$ cat config.mk
export PLATFORM = sky130hd
export DESIGN_NAME = cdma_wr_top
export DESIGN_NICKNAME = d
export VERILOG_FILES = /design/src/rtl/axi_pkg.sv /design/src/rtl/cdma_pkg.sv /design/src/rtl/cdma_wr_cmd_reg.sv /design/src/rtl/cdma_wr_burst_gen.sv /design/src/rtl/cdma_wr_data_mover.sv /design/src/rtl/cdma_wr_top.sv
export SDC_FILE = /design/constraint.sdc
export NUM_CORES = 1
export LEC_CHECK = 0
export BUFFER_PORTS_ARGS = -buffer_cell sky130_fd_sc_hd__buf_2
export CORE_ASPECT_RATIO = 0.8
export CORE_UTILIZATION = 48
export DETAILED_ROUTE_END_ITERATION = 12
export PLACE_DENSITY = 0.73
export SYNTH_ARGS = -nofsm -noshare
export SYNTH_HDL_FRONTEND = slang
export SYNTH_SLANG_ARGS = --single-unit
$ cat constraint.sdc
create_clock -name aclk -period 3.7 [get_ports aclk]
set_input_delay 0.74 -clock aclk [delete_from_list [all_inputs] [get_ports aclk]]
set_output_delay 0.74 -clock aclk [all_outputs]
set_load 0.02 [all_outputs]
$ cat src/rtl/axi_pkg.sv
// AXI4 memory bus widths, beat types and response/burst codes, imported by every bus-facing module
package axi_pkg;

  ////////////////////
  // Bus widths
  ////////////////////
  localparam int AXI_ADDR_BITS = 32;                   // Byte address
  localparam int AXI_DATA_BITS = 64;                   // One beat
  localparam int AXI_STRB_BITS = AXI_DATA_BITS / 8;    // One strobe bit per byte

  typedef logic [AXI_ADDR_BITS-1:0] axi_addr_t;        // Byte address
  typedef logic [AXI_DATA_BITS-1:0] axi_data_t;        // Data beat
  typedef logic [AXI_STRB_BITS-1:0] axi_strb_t;        // Byte enables
  typedef logic [7:0]               axi_len_t;         // Beats minus one
  typedef logic [1:0]               axi_resp_t;        // B channel response

  ////////////////////
  // Codes
  ////////////////////
  localparam axi_resp_t  AXI_RESP_OKAY  = 2'b00;       // Normal completion
  localparam logic [2:0] AXI_SIZE_BEAT  = 3'd3;        // 8 bytes, full bus width
  localparam logic [1:0] AXI_BURST_INCR = 2'd1;        // Incrementing burst

endpackage

$ cat src/rtl/cdma_pkg.sv
// Write DMA command widths, burst limits and FSM encodings, imported by the engine modules
package cdma_pkg;

  ////////////////////
  // Command and burst sizing
  ////////////////////
  localparam int LEN_BITS    = 16;                     // Command length in beats
  localparam int BURST_BEATS = 16;                     // Max beats per AW burst
  localparam int OUTSTANDING = 4;                      // Burst-count queue depth

  typedef logic [LEN_BITS-1:0] cdma_len_t;             // Length in beats
  typedef logic [4:0]          cnt_t;                  // Beats within one burst, 1..16

  ////////////////////
  // State machines
  ////////////////////
  typedef enum logic [1:0] {
    CMD_IDLE,                                          // Ready for a command
    CMD_RUN,                                           // Waiting on responses
    CMD_DONE                                           // One-cycle done pulse
  } cmd_state_t;

  typedef enum logic [1:0] {
    AW_IDLE,                                           // No command held
    AW_ISSUE,                                          // awvalid high
    AW_WAIT                                            // Queue full, hold off
  } aw_state_t;

  // Bursts needed for a command, length over BURST_BEATS rounded up
  function automatic cdma_len_t cdma_bursts(input cdma_len_t len);
    return cdma_len_t'(len / BURST_BEATS) + cdma_len_t'((len % BURST_BEATS) != 0);
  endfunction

endpackage

$ cat src/rtl/cdma_wr_cmd_reg.sv
// Write DMA command register: takes one command, counts AW bursts and B responses, flags done
module cdma_wr_cmd_reg (
  input  logic                aclk,
  input  logic                rst_n,

  input  logic                wr_valid,
  output logic                wr_ready,
  input  axi_pkg::axi_addr_t  wr_paddr,
  input  cdma_pkg::cdma_len_t wr_len,
  output logic                wr_done,
  output logic                wr_error,

  output logic                cmd_start,
  output axi_pkg::axi_addr_t  cmd_addr,
  output cdma_pkg::cdma_len_t cmd_len,
  input  logic                aw_fire,

  input  logic                bvalid,
  input  axi_pkg::axi_resp_t  bresp
);

  import axi_pkg::*;
  import cdma_pkg::*;

  cmd_state_t state;
  cdma_len_t  exp_bursts;                              // Bursts this command needs
  cdma_len_t  resp_cnt;                                // B responses seen
  cdma_len_t  resp_nxt;
  cdma_len_t  aw_cnt;                                  // AW handshakes seen
  logic       err_q;                                   // Sticky non-OKAY flag
  logic       accept;

  assign wr_ready = (state == CMD_IDLE);
  assign accept   = wr_valid && wr_ready;
  assign resp_nxt = resp_cnt + cdma_len_t'(1);
  assign wr_done  = (state == CMD_DONE);
  assign wr_error = err_q;                             // Final once wr_done rises

  ////////////////////
  // Command hold
  ////////////////////
  always_ff @(posedge aclk) begin
    if (accept) begin
      cmd_addr   <= wr_paddr;
      cmd_len    <= wr_len;
      exp_bursts <= cdma_bursts(wr_len);               // Computed once per command
    end
  end

  ////////////////////
  // Control FSM
  ////////////////////
  always_ff @(posedge aclk) begin
    if (!rst_n) begin
      state     <= CMD_IDLE;
      cmd_start <= 1'b0;
      resp_cnt  <= '0;
      aw_cnt    <= '0;
      err_q     <= 1'b0;
    end else begin
      cmd_start <= 1'b0;                               // Pulse by default low
      case (state)
        CMD_IDLE: begin
          if (accept) begin
            state     <= CMD_RUN;
            cmd_start <= 1'b1;                         // Held regs valid next cycle
            resp_cnt  <= '0;
            aw_cnt    <= '0;
            err_q     <= 1'b0;                         // Fresh error per command
          end
        end
        CMD_RUN: begin
          if (aw_fire)
            aw_cnt <= aw_cnt + cdma_len_t'(1);
          if (bvalid) begin                            // bready tied high
            resp_cnt <= resp_nxt;
            if (bresp != AXI_RESP_OKAY)
              err_q <= 1'b1;
            if (resp_nxt == exp_bursts)
              state <= CMD_DONE;                       // Last response in
          end
        end
        CMD_DONE: state <= CMD_IDLE;                   // Done lasts one cycle
        default:  state <= CMD_IDLE;
      endcase
    end
  end

  ////////////////////
  // Checks
  ////////////////////
  a_cmd_legal: assert property (@(posedge aclk) disable iff (!rst_n)
    accept |-> (wr_len != '0) && (wr_paddr[$clog2(AXI_STRB_BITS)-1:0] == '0))
    else $error("command with zero length or unaligned address");

  a_aw_bound: assert property (@(posedge aclk) disable iff (!rst_n)
    (state != CMD_IDLE) |-> (aw_cnt <= exp_bursts))
    else $error("more AW bursts issued than the command needs");

  a_b_idle: assert property (@(posedge aclk) disable iff (!rst_n)
    bvalid |-> (state != CMD_IDLE))
    else $error("write response with no command active");

endmodule

$ cat src/rtl/cdma_wr_burst_gen.sv
// Write DMA burst generator: cuts the held command into AW bursts, queues beat counts for W
module cdma_wr_burst_gen (
  input  logic                aclk,
  input  logic                rst_n,

  input  logic                cmd_start,
  input  axi_pkg::axi_addr_t  cmd_addr,
  input  cdma_pkg::cdma_len_t cmd_len,

  output axi_pkg::axi_addr_t  awaddr,
  output axi_pkg::axi_len_t   awlen,
  output logic [2:0]          awsize,
  output logic [1:0]          awburst,
  output logic                awvalid,
  input  logic                awready,
  output logic                aw_fire,

  output logic                q_valid,
  output cdma_pkg::cnt_t      q_beats,
  input  logic                q_pop
);

  import axi_pkg::*;
  import cdma_pkg::*;

  aw_state_t state;
  axi_addr_t addr_q;                                   // Address of burst on AW
  cnt_t      beats_q;                                  // Beats of burst on AW
  cdma_len_t remain_q;                                 // Beats after this burst
  cnt_t      first_beats;
  cnt_t      nxt_beats;

  // Beat queue, one entry per issued burst
  cnt_t                         q_mem [OUTSTANDING];
  logic [$clog2(OUTSTANDING)-1:0] wr_ptr;
  logic [$clog2(OUTSTANDING)-1:0] rd_ptr;
  logic [$clog2(OUTSTANDING):0]   q_cnt;
  logic [$clog2(OUTSTANDING):0]   q_cnt_nxt;
  logic                           q_full;

  // Burst size capped at BURST_BEATS
  function automatic cnt_t burst_of(input cdma_len_t beats);
    return (beats > cdma_len_t'(BURST_BEATS)) ? cnt_t'(BURST_BEATS) : cnt_t'(beats);
  endfunction

  assign first_beats = burst_of(cmd_len);
  assign nxt_beats   = burst_of(remain_q);

  ////////////////////
  // AW channel
  ////////////////////
  assign awvalid = (state == AW_ISSUE);
  assign aw_fire = awvalid && awready;
  assign awaddr  = addr_q;
  assign awlen   = axi_len_t'(beats_q - cnt_t'(1));   // AXI length is beats minus one
  assign awsize  = AXI_SIZE_BEAT;
  assign awburst = AXI_BURST_INCR;

  always_ff @(posedge aclk) begin
    if (state == AW_IDLE && cmd_start) begin
      addr_q   <= cmd_addr;
      beats_q  <= first_beats;
      remain_q <= cmd_len - cdma_len_t'(first_beats);
    end else if (aw_fire && remain_q != '0) begin
      addr_q   <= addr_q + axi_addr_t'(beats_q) * AXI_STRB_BITS;  // Step past last burst
      beats_q  <= nxt_beats;
      remain_q <= remain_q - cdma_len_t'(nxt_beats);
    end
  end

  always_ff @(posedge aclk) begin
    if (!rst_n) begin
      state <= AW_IDLE;
    end else begin
      case (state)
        AW_IDLE:  if (cmd_start) state <= AW_ISSUE;    // Queue drained by now
        AW_ISSUE: begin
          if (aw_fire) begin
            if (remain_q == '0)
              state <= AW_IDLE;                        // Command fully issued
            else if (q_cnt_nxt == OUTSTANDING)
              state <= AW_WAIT;                        // No room for next burst
          end
        end
        AW_WAIT:  if (!q_full) state <= AW_ISSUE;
        default:  state <= AW_IDLE;
      endcase
    end
  end

  ////////////////////
  // Burst-count queue
  ////////////////////
  assign q_full    = (q_cnt == OUTSTANDING);
  assign q_valid   = (q_cnt != '0);
  assign q_beats   = q_mem[rd_ptr];
  assign q_cnt_nxt = q_cnt + aw_fire - q_pop;

  always_ff @(posedge aclk) begin
    if (aw_fire)
      q_mem[wr_ptr] <= beats_q;
  end

  always_ff @(posedge aclk) begin
    if (!rst_n) begin
      wr_ptr <= '0;
      rd_ptr <= '0;
      q_cnt  <= '0;
    end else begin
      if (aw_fire) wr_ptr <= wr_ptr + 1'b1;            // Wraps at depth
      if (q_pop)   rd_ptr <= rd_ptr + 1'b1;
      q_cnt <= q_cnt_nxt;
    end
  end

  a_q_push: assert property (@(posedge aclk) disable iff (!rst_n)
    aw_fire |-> !q_full)
    else $error("burst queue pushed while full");

endmodule

$ cat src/rtl/cdma_wr_data_mover.sv
// Write DMA data mover: forwards stream beats to AXI W and places wlast from queued beat counts
module cdma_wr_data_mover (
  input  logic               aclk,
  input  logic               rst_n,

  input  axi_pkg::axi_data_t s_axis_tdata,
  input  axi_pkg::axi_strb_t s_axis_tkeep,
  input  logic               s_axis_tlast,
  input  logic               s_axis_tvalid,
  output logic               s_axis_tready,

  output axi_pkg::axi_data_t wdata,
  output axi_pkg::axi_strb_t wstrb,
  output logic               wlast,
  output logic               wvalid,
  input  logic               wready,

  input  logic               q_valid,
  input  cdma_pkg::cnt_t     q_beats,
  output logic               q_pop
);

  import cdma_pkg::*;

  cnt_t      beat_cnt;                                 // Beat index in burst
  cdma_len_t cmd_beat_q;                               // Beats so far in command
  logic      w_fire;

  ////////////////////
  // Stream to W
  ////////////////////
  assign wvalid        = s_axis_tvalid && q_valid;     // Only with a burst queued
  assign s_axis_tready = wready && q_valid;            // W stall stalls stream
  assign wdata         = s_axis_tdata;
  assign wstrb         = s_axis_tkeep;                 // tkeep maps onto wstrb
  assign w_fire        = wvalid && wready;
  assign wlast         = (beat_cnt == q_beats - cnt_t'(1));
  assign q_pop         = w_fire && wlast;              // Burst done, drop head

  always_ff @(posedge aclk) begin
    if (!rst_n) begin
      beat_cnt <= '0;
    end else if (w_fire) begin
      beat_cnt <= wlast ? '0 : beat_cnt + cnt_t'(1);
    end
  end

  // Command beat count, restarts after tlast
  always_ff @(posedge aclk) begin
    if (!rst_n) begin
      cmd_beat_q <= '0;
    end else if (w_fire) begin
      cmd_beat_q <= s_axis_tlast ? '0 : cmd_beat_q + cdma_len_t'(1);
    end
  end

  ////////////////////
  // Checks
  ////////////////////
  // tlast must close the command's tail burst exactly
  a_tlast_align: assert property (@(posedge aclk) disable iff (!rst_n)
    (w_fire && s_axis_tlast) |->
      wlast && (q_beats == cnt_t'(cmd_beat_q % BURST_BEATS) + cnt_t'(1)))
    else $error("tlast does not line up with the last burst's wlast");

  // Short burst only ever at the end of a command
  a_short_last: assert property (@(posedge aclk) disable iff (!rst_n)
    (q_pop && q_beats != cnt_t'(BURST_BEATS)) |-> s_axis_tlast)
    else $error("short burst ended without tlast");

endmodule

$ cat src/rtl/cdma_wr_top.sv
// Write DMA top: connects command register, burst generator and data mover to AXI and stream
module cdma_wr_top (
  input  logic                aclk,
  input  logic                rst_n,

  // Command
  input  logic                wr_valid,
  output logic                wr_ready,
  input  axi_pkg::axi_addr_t  wr_paddr,
  input  cdma_pkg::cdma_len_t wr_len,
  output logic                wr_done,
  output logic                wr_error,

  // Stream in
  input  axi_pkg::axi_data_t  s_axis_tdata,
  input  axi_pkg::axi_strb_t  s_axis_tkeep,
  input  logic                s_axis_tlast,
  input  logic                s_axis_tvalid,
  output logic                s_axis_tready,

  // AXI write master
  output axi_pkg::axi_addr_t  awaddr,
  output axi_pkg::axi_len_t   awlen,
  output logic [2:0]          awsize,
  output logic [1:0]          awburst,
  output logic                awvalid,
  input  logic                awready,
  output axi_pkg::axi_data_t  wdata,
  output axi_pkg::axi_strb_t  wstrb,
  output logic                wlast,
  output logic                wvalid,
  input  logic                wready,
  input  axi_pkg::axi_resp_t  bresp,
  input  logic                bvalid,
  output logic                bready
);

  import axi_pkg::*;
  import cdma_pkg::*;

  logic      cmd_start;                                // Command latched
  axi_addr_t cmd_addr;
  cdma_len_t cmd_len;
  logic      aw_fire;                                  // AW handshake
  logic      q_valid;                                  // Burst queued for W
  cnt_t      q_beats;
  logic      q_pop;

  assign bready = 1'b1;                                // Responses never stalled

  ////////////////////
  // Engine blocks
  ////////////////////
  cdma_wr_cmd_reg inst_cmd_reg (
    .aclk      (aclk),
    .rst_n     (rst_n),
    .wr_valid  (wr_valid),
    .wr_ready  (wr_ready),
    .wr_paddr  (wr_paddr),
    .wr_len    (wr_len),
    .wr_done   (wr_done),
    .wr_error  (wr_error),
    .cmd_start (cmd_start),
    .cmd_addr  (cmd_addr),
    .cmd_len   (cmd_len),
    .aw_fire   (aw_fire),
    .bvalid    (bvalid),
    .bresp     (bresp)
  );

  cdma_wr_burst_gen inst_burst_gen (
    .aclk      (aclk),
    .rst_n     (rst_n),
    .cmd_start (cmd_start),
    .cmd_addr  (cmd_addr),
    .cmd_len   (cmd_len),
    .awaddr    (awaddr),
    .awlen     (awlen),
    .awsize    (awsize),
    .awburst   (awburst),
    .awvalid   (awvalid),
    .awready   (awready),
    .aw_fire   (aw_fire),
    .q_valid   (q_valid),
    .q_beats   (q_beats),
    .q_pop     (q_pop)
  );

  cdma_wr_data_mover inst_data_mover (
    .aclk          (aclk),
    .rst_n         (rst_n),
    .s_axis_tdata  (s_axis_tdata),
    .s_axis_tkeep  (s_axis_tkeep),
    .s_axis_tlast  (s_axis_tlast),
    .s_axis_tvalid (s_axis_tvalid),
    .s_axis_tready (s_axis_tready),
    .wdata         (wdata),
    .wstrb         (wstrb),
    .wlast         (wlast),
    .wvalid        (wvalid),
    .wready        (wready),
    .q_valid       (q_valid),
    .q_beats       (q_beats),
    .q_pop         (q_pop)
  );

endmodule

==> run metrics <==
DRT antenna net count=0; CP Class=reg2reg; grt total ovfl=0; nets=1046; Slew HR=about half; Num CTS Buffers=17; DRC viols=0; RSZ-0062 raised after global routing=true; CTS tree=done; vias in the first global route=between 5k and 6k; PortBufs=about 100; Mapped Area=about 9100 um^2; layout cells sized above 1=19.2%; Worst-Margin Slew=about 0.7 ns; Bufs and invs on worst path=3; Die X=around 160 um; Slowest cell on crit path=mux4_2; vias per cell=around 5.5; Period Utilization, post-route=approximately 94%; Final Hold Violating Endpoints=0; H-tree level count=4; CTS sink count=170; Setup TNS=0 ns; Setup WS post-layout=0.213 ns; first-pass GRT wire length=approximately 30000 um; flops & latches, synth=170; num rows=44; status=complete, no violations; Power Density=~430 nW/um^2; Mapped Cells=about 860; most common cell after layout, fill and taps aside=edfxtp_1; final setup vio count=0; Tmin final=roughly 3.5 ns; Root Buffer=clkbuf_16; clk slew on worst S/H paths=around 0.06 ns; DRT Pass-1 Iters=5; # diodes=0; CTS Hold Buffers Added=0; Starting Density=between 40% and 50%; Final Hold Slack=between 0.4 and 0.5 ns; RD Place Congestion=between 0.8 and 0.9; via count=~6.4k; Synth cell types=61; core area=around 18000 um^2; CP Capture Type=register; Filler cells=~1.6k; dpl hpwl=about 14000 um; DR WL/cell=~17 um; Syn. warnings=0; asr flop ratio synth=0%; initial antenna violation count=0; leakage dissipation=about 3.6 nW; maximum VDD drop=0.247 mV; critical path fanouts, max=3; area delta synth->final=9.29%; max-cap violations=0; EDFF count, synth=134; CP Cell Sequence=mux4_2, inv_2, ha_4, xnor2_2, nor3b_2, a21oi_2, nor4_4, ha_1, inv_1, ha_1, inv_2, fa_2, xnor2_2, nor3b_2, o21ai_1, a22oi_1, nor2_1; Worst setup SP type=register; fin. max-slew vios=0; die area=~20000 um^2; commonest non-fill, non-tap cells in the layout=edfxtp_1, buf_2, nand2_1; fmax=287 MHz; largest net degree at the start of global routing=approximately 50; die height=roughly 130 um; Post-Syn Area per Cell=roughly 11 um^2; register area share after synthesis=51.9%; drt total wl=19300 um; drt initial violations=about 510; Final Core Density=54.4%; most used flip-flop cell after synthesis=edfxtp_1; Hold Crit Class=reg2reg; CP peak stage delay=~0.54 ns; clock skew=0.0112 ns; worst-skew pair later-pin latency=between 0.4 and 0.5 ns; All-Layer GR Usage=approximately a fifth; clk buf depth=2; Worst path top cell family by delay=adder cells; worst slack at placement=-0.0714 ns; I/O pins=about 260; WP data arrival=between 3 and 4 ns; Worst Path Required=around 4 ns
## logic make-up (layout without fill, tap and decap cells)
family	after synthesis	after routing	synth area share, %
and+or+nand+nor	306	306	17.0
DFF	170	170	51.9
AOI/OAI and AO/OA	135	135	9.17
buffers and inverters	130	171	8.74
xor gates and xnor gates	85	85	8.14
adders and majority gates	21	21	3.04
muxes	12	12	2.00
other	2	8	0.0821
## registers in the layout, summed over array words and instances (netlist names), 5 cells and up, named ones only
| signal | count |
|---|---|
| inst_burst_gen.awaddr | 32 |
| inst_cmd_reg.cmd_addr | 32 |
| inst_burst_gen.q_mem | 20 |
| inst_burst_gen.remain_q | 16 |
| inst_cmd_reg.cmd_len | 16 |
| inst_cmd_reg.resp_cnt | 16 |
| inst_cmd_reg.exp_bursts | 13 |
| inst_burst_gen.beats_q | 5 |
| inst_data_mover.beat_cnt | 5 |
## path summary, 6_finish.rpt
check                   startpoint                      end  slack, ns  depth (start not counted)
max reg2reg               register  inst_burst_gen.state[0]       0.21                         17
max                       register  inst_burst_gen.state[0]       0.21                         17
min reg2reg  inst_cmd_reg.wr_error    inst_cmd_reg.wr_error       0.46                          2
min          inst_cmd_reg.wr_error    inst_cmd_reg.wr_error       0.46                          2
## metrics by stage
| stage | instances | instance area [um^2] | total power, W |
|---|---|---|---|
| after floorplan | 867 | 9170 | 0.00268 |
| after global placement | 1128 | 9390 | 0.00271 |
| after detailed placement | 1128 | 9390 | 0.00273 |
| after CTS | 1160 | 9930 | 0.00434 |
| after global routing | 1161 | 10000 | 0.00449 |
| final | 1161 | 10000 | 0.00431 |
## power by group
part	internal [W]	switching [W]	leakage, nW
logic	0.000161	0.000276	1.83
clock network	0.000893	0.000726	0.252
registers	0.00218	0.0000754	1.54
## cell usage after synthesis, drive strengths merged (3+ instances only)
library cell  instances  share of area [%]
mux4                  5                1.2
or3                   7               0.48
nand2b               10               0.68
nand3                30                1.6
o2111ai               9               0.86
nor4                 14                1.1
a22oi                 3               0.25
o211ai                3               0.25
and4                  5               0.48
o21a                  4               0.33
o31ai                 4               0.33
and2                 13               0.89
nor3                 29                1.6
xnor2                41                3.9
inv                  19               0.78
mux2i                 7               0.77
o31a                  3               0.29
or2                   3               0.21
and3                 17                1.2
clkbuf               26                1.1
a31oi                 8               0.55
a21oi                31                1.7
edfxtp              134                 44
nor3b                 7               0.63
xor2                 44                4.2
nor2                 60                2.5
nand4                13               0.89
buf                  84                6.9
a21boi                5               0.41
nand2                77                3.2
o21ai                49                2.7
nor2b                15                1.0
ha                   19                2.6
or4                   5               0.41
dfxtp                36                7.9
## final cells by class
type / count / area, um^2 / area share (%)
clock buffers: 22 / 464 / 4.64
clock inverters: 10 / 71.3 / 0.713
inverters: 20 / 75.1 / 0.751
multi-input cells: 567 / 3680 / 36.9
flip-flops and latches: 170 / 4750 / 47.5
well taps: 253 / 317 / 3.17
repair buffers: 119 / 636 / 6.36
## routing by layer
metal  global-route usage (%)  share of wire (%)  up-vias
met3                     4.78                5.6       47
met4                     8.71                2.9        0
li1                         -                  -     3093
met2                     30.6                 45      178
met5                        0                  0        -
met1                     27.9                 47     3035
## worst reg2reg max path, delay by kind of cell (launching register included)
kind	cells	cell delay, ns
adders and majority gates	4	0.99
and+or+nand+nor	4	0.68
muxes	1	0.54
DFF	1	0.36
AOI/OAI and AO/OA	3	0.33
xor gates and xnor gates	2	0.29
buffers and inverters	3	0.19
## timing repair
action	in CTS	in global routing
setup buffers	0	1
pin swaps	0	9
resized for setup	2	14
endpoints found under the setup margin	1	1
Note: power is estimated with default switching activity, not from simulation.
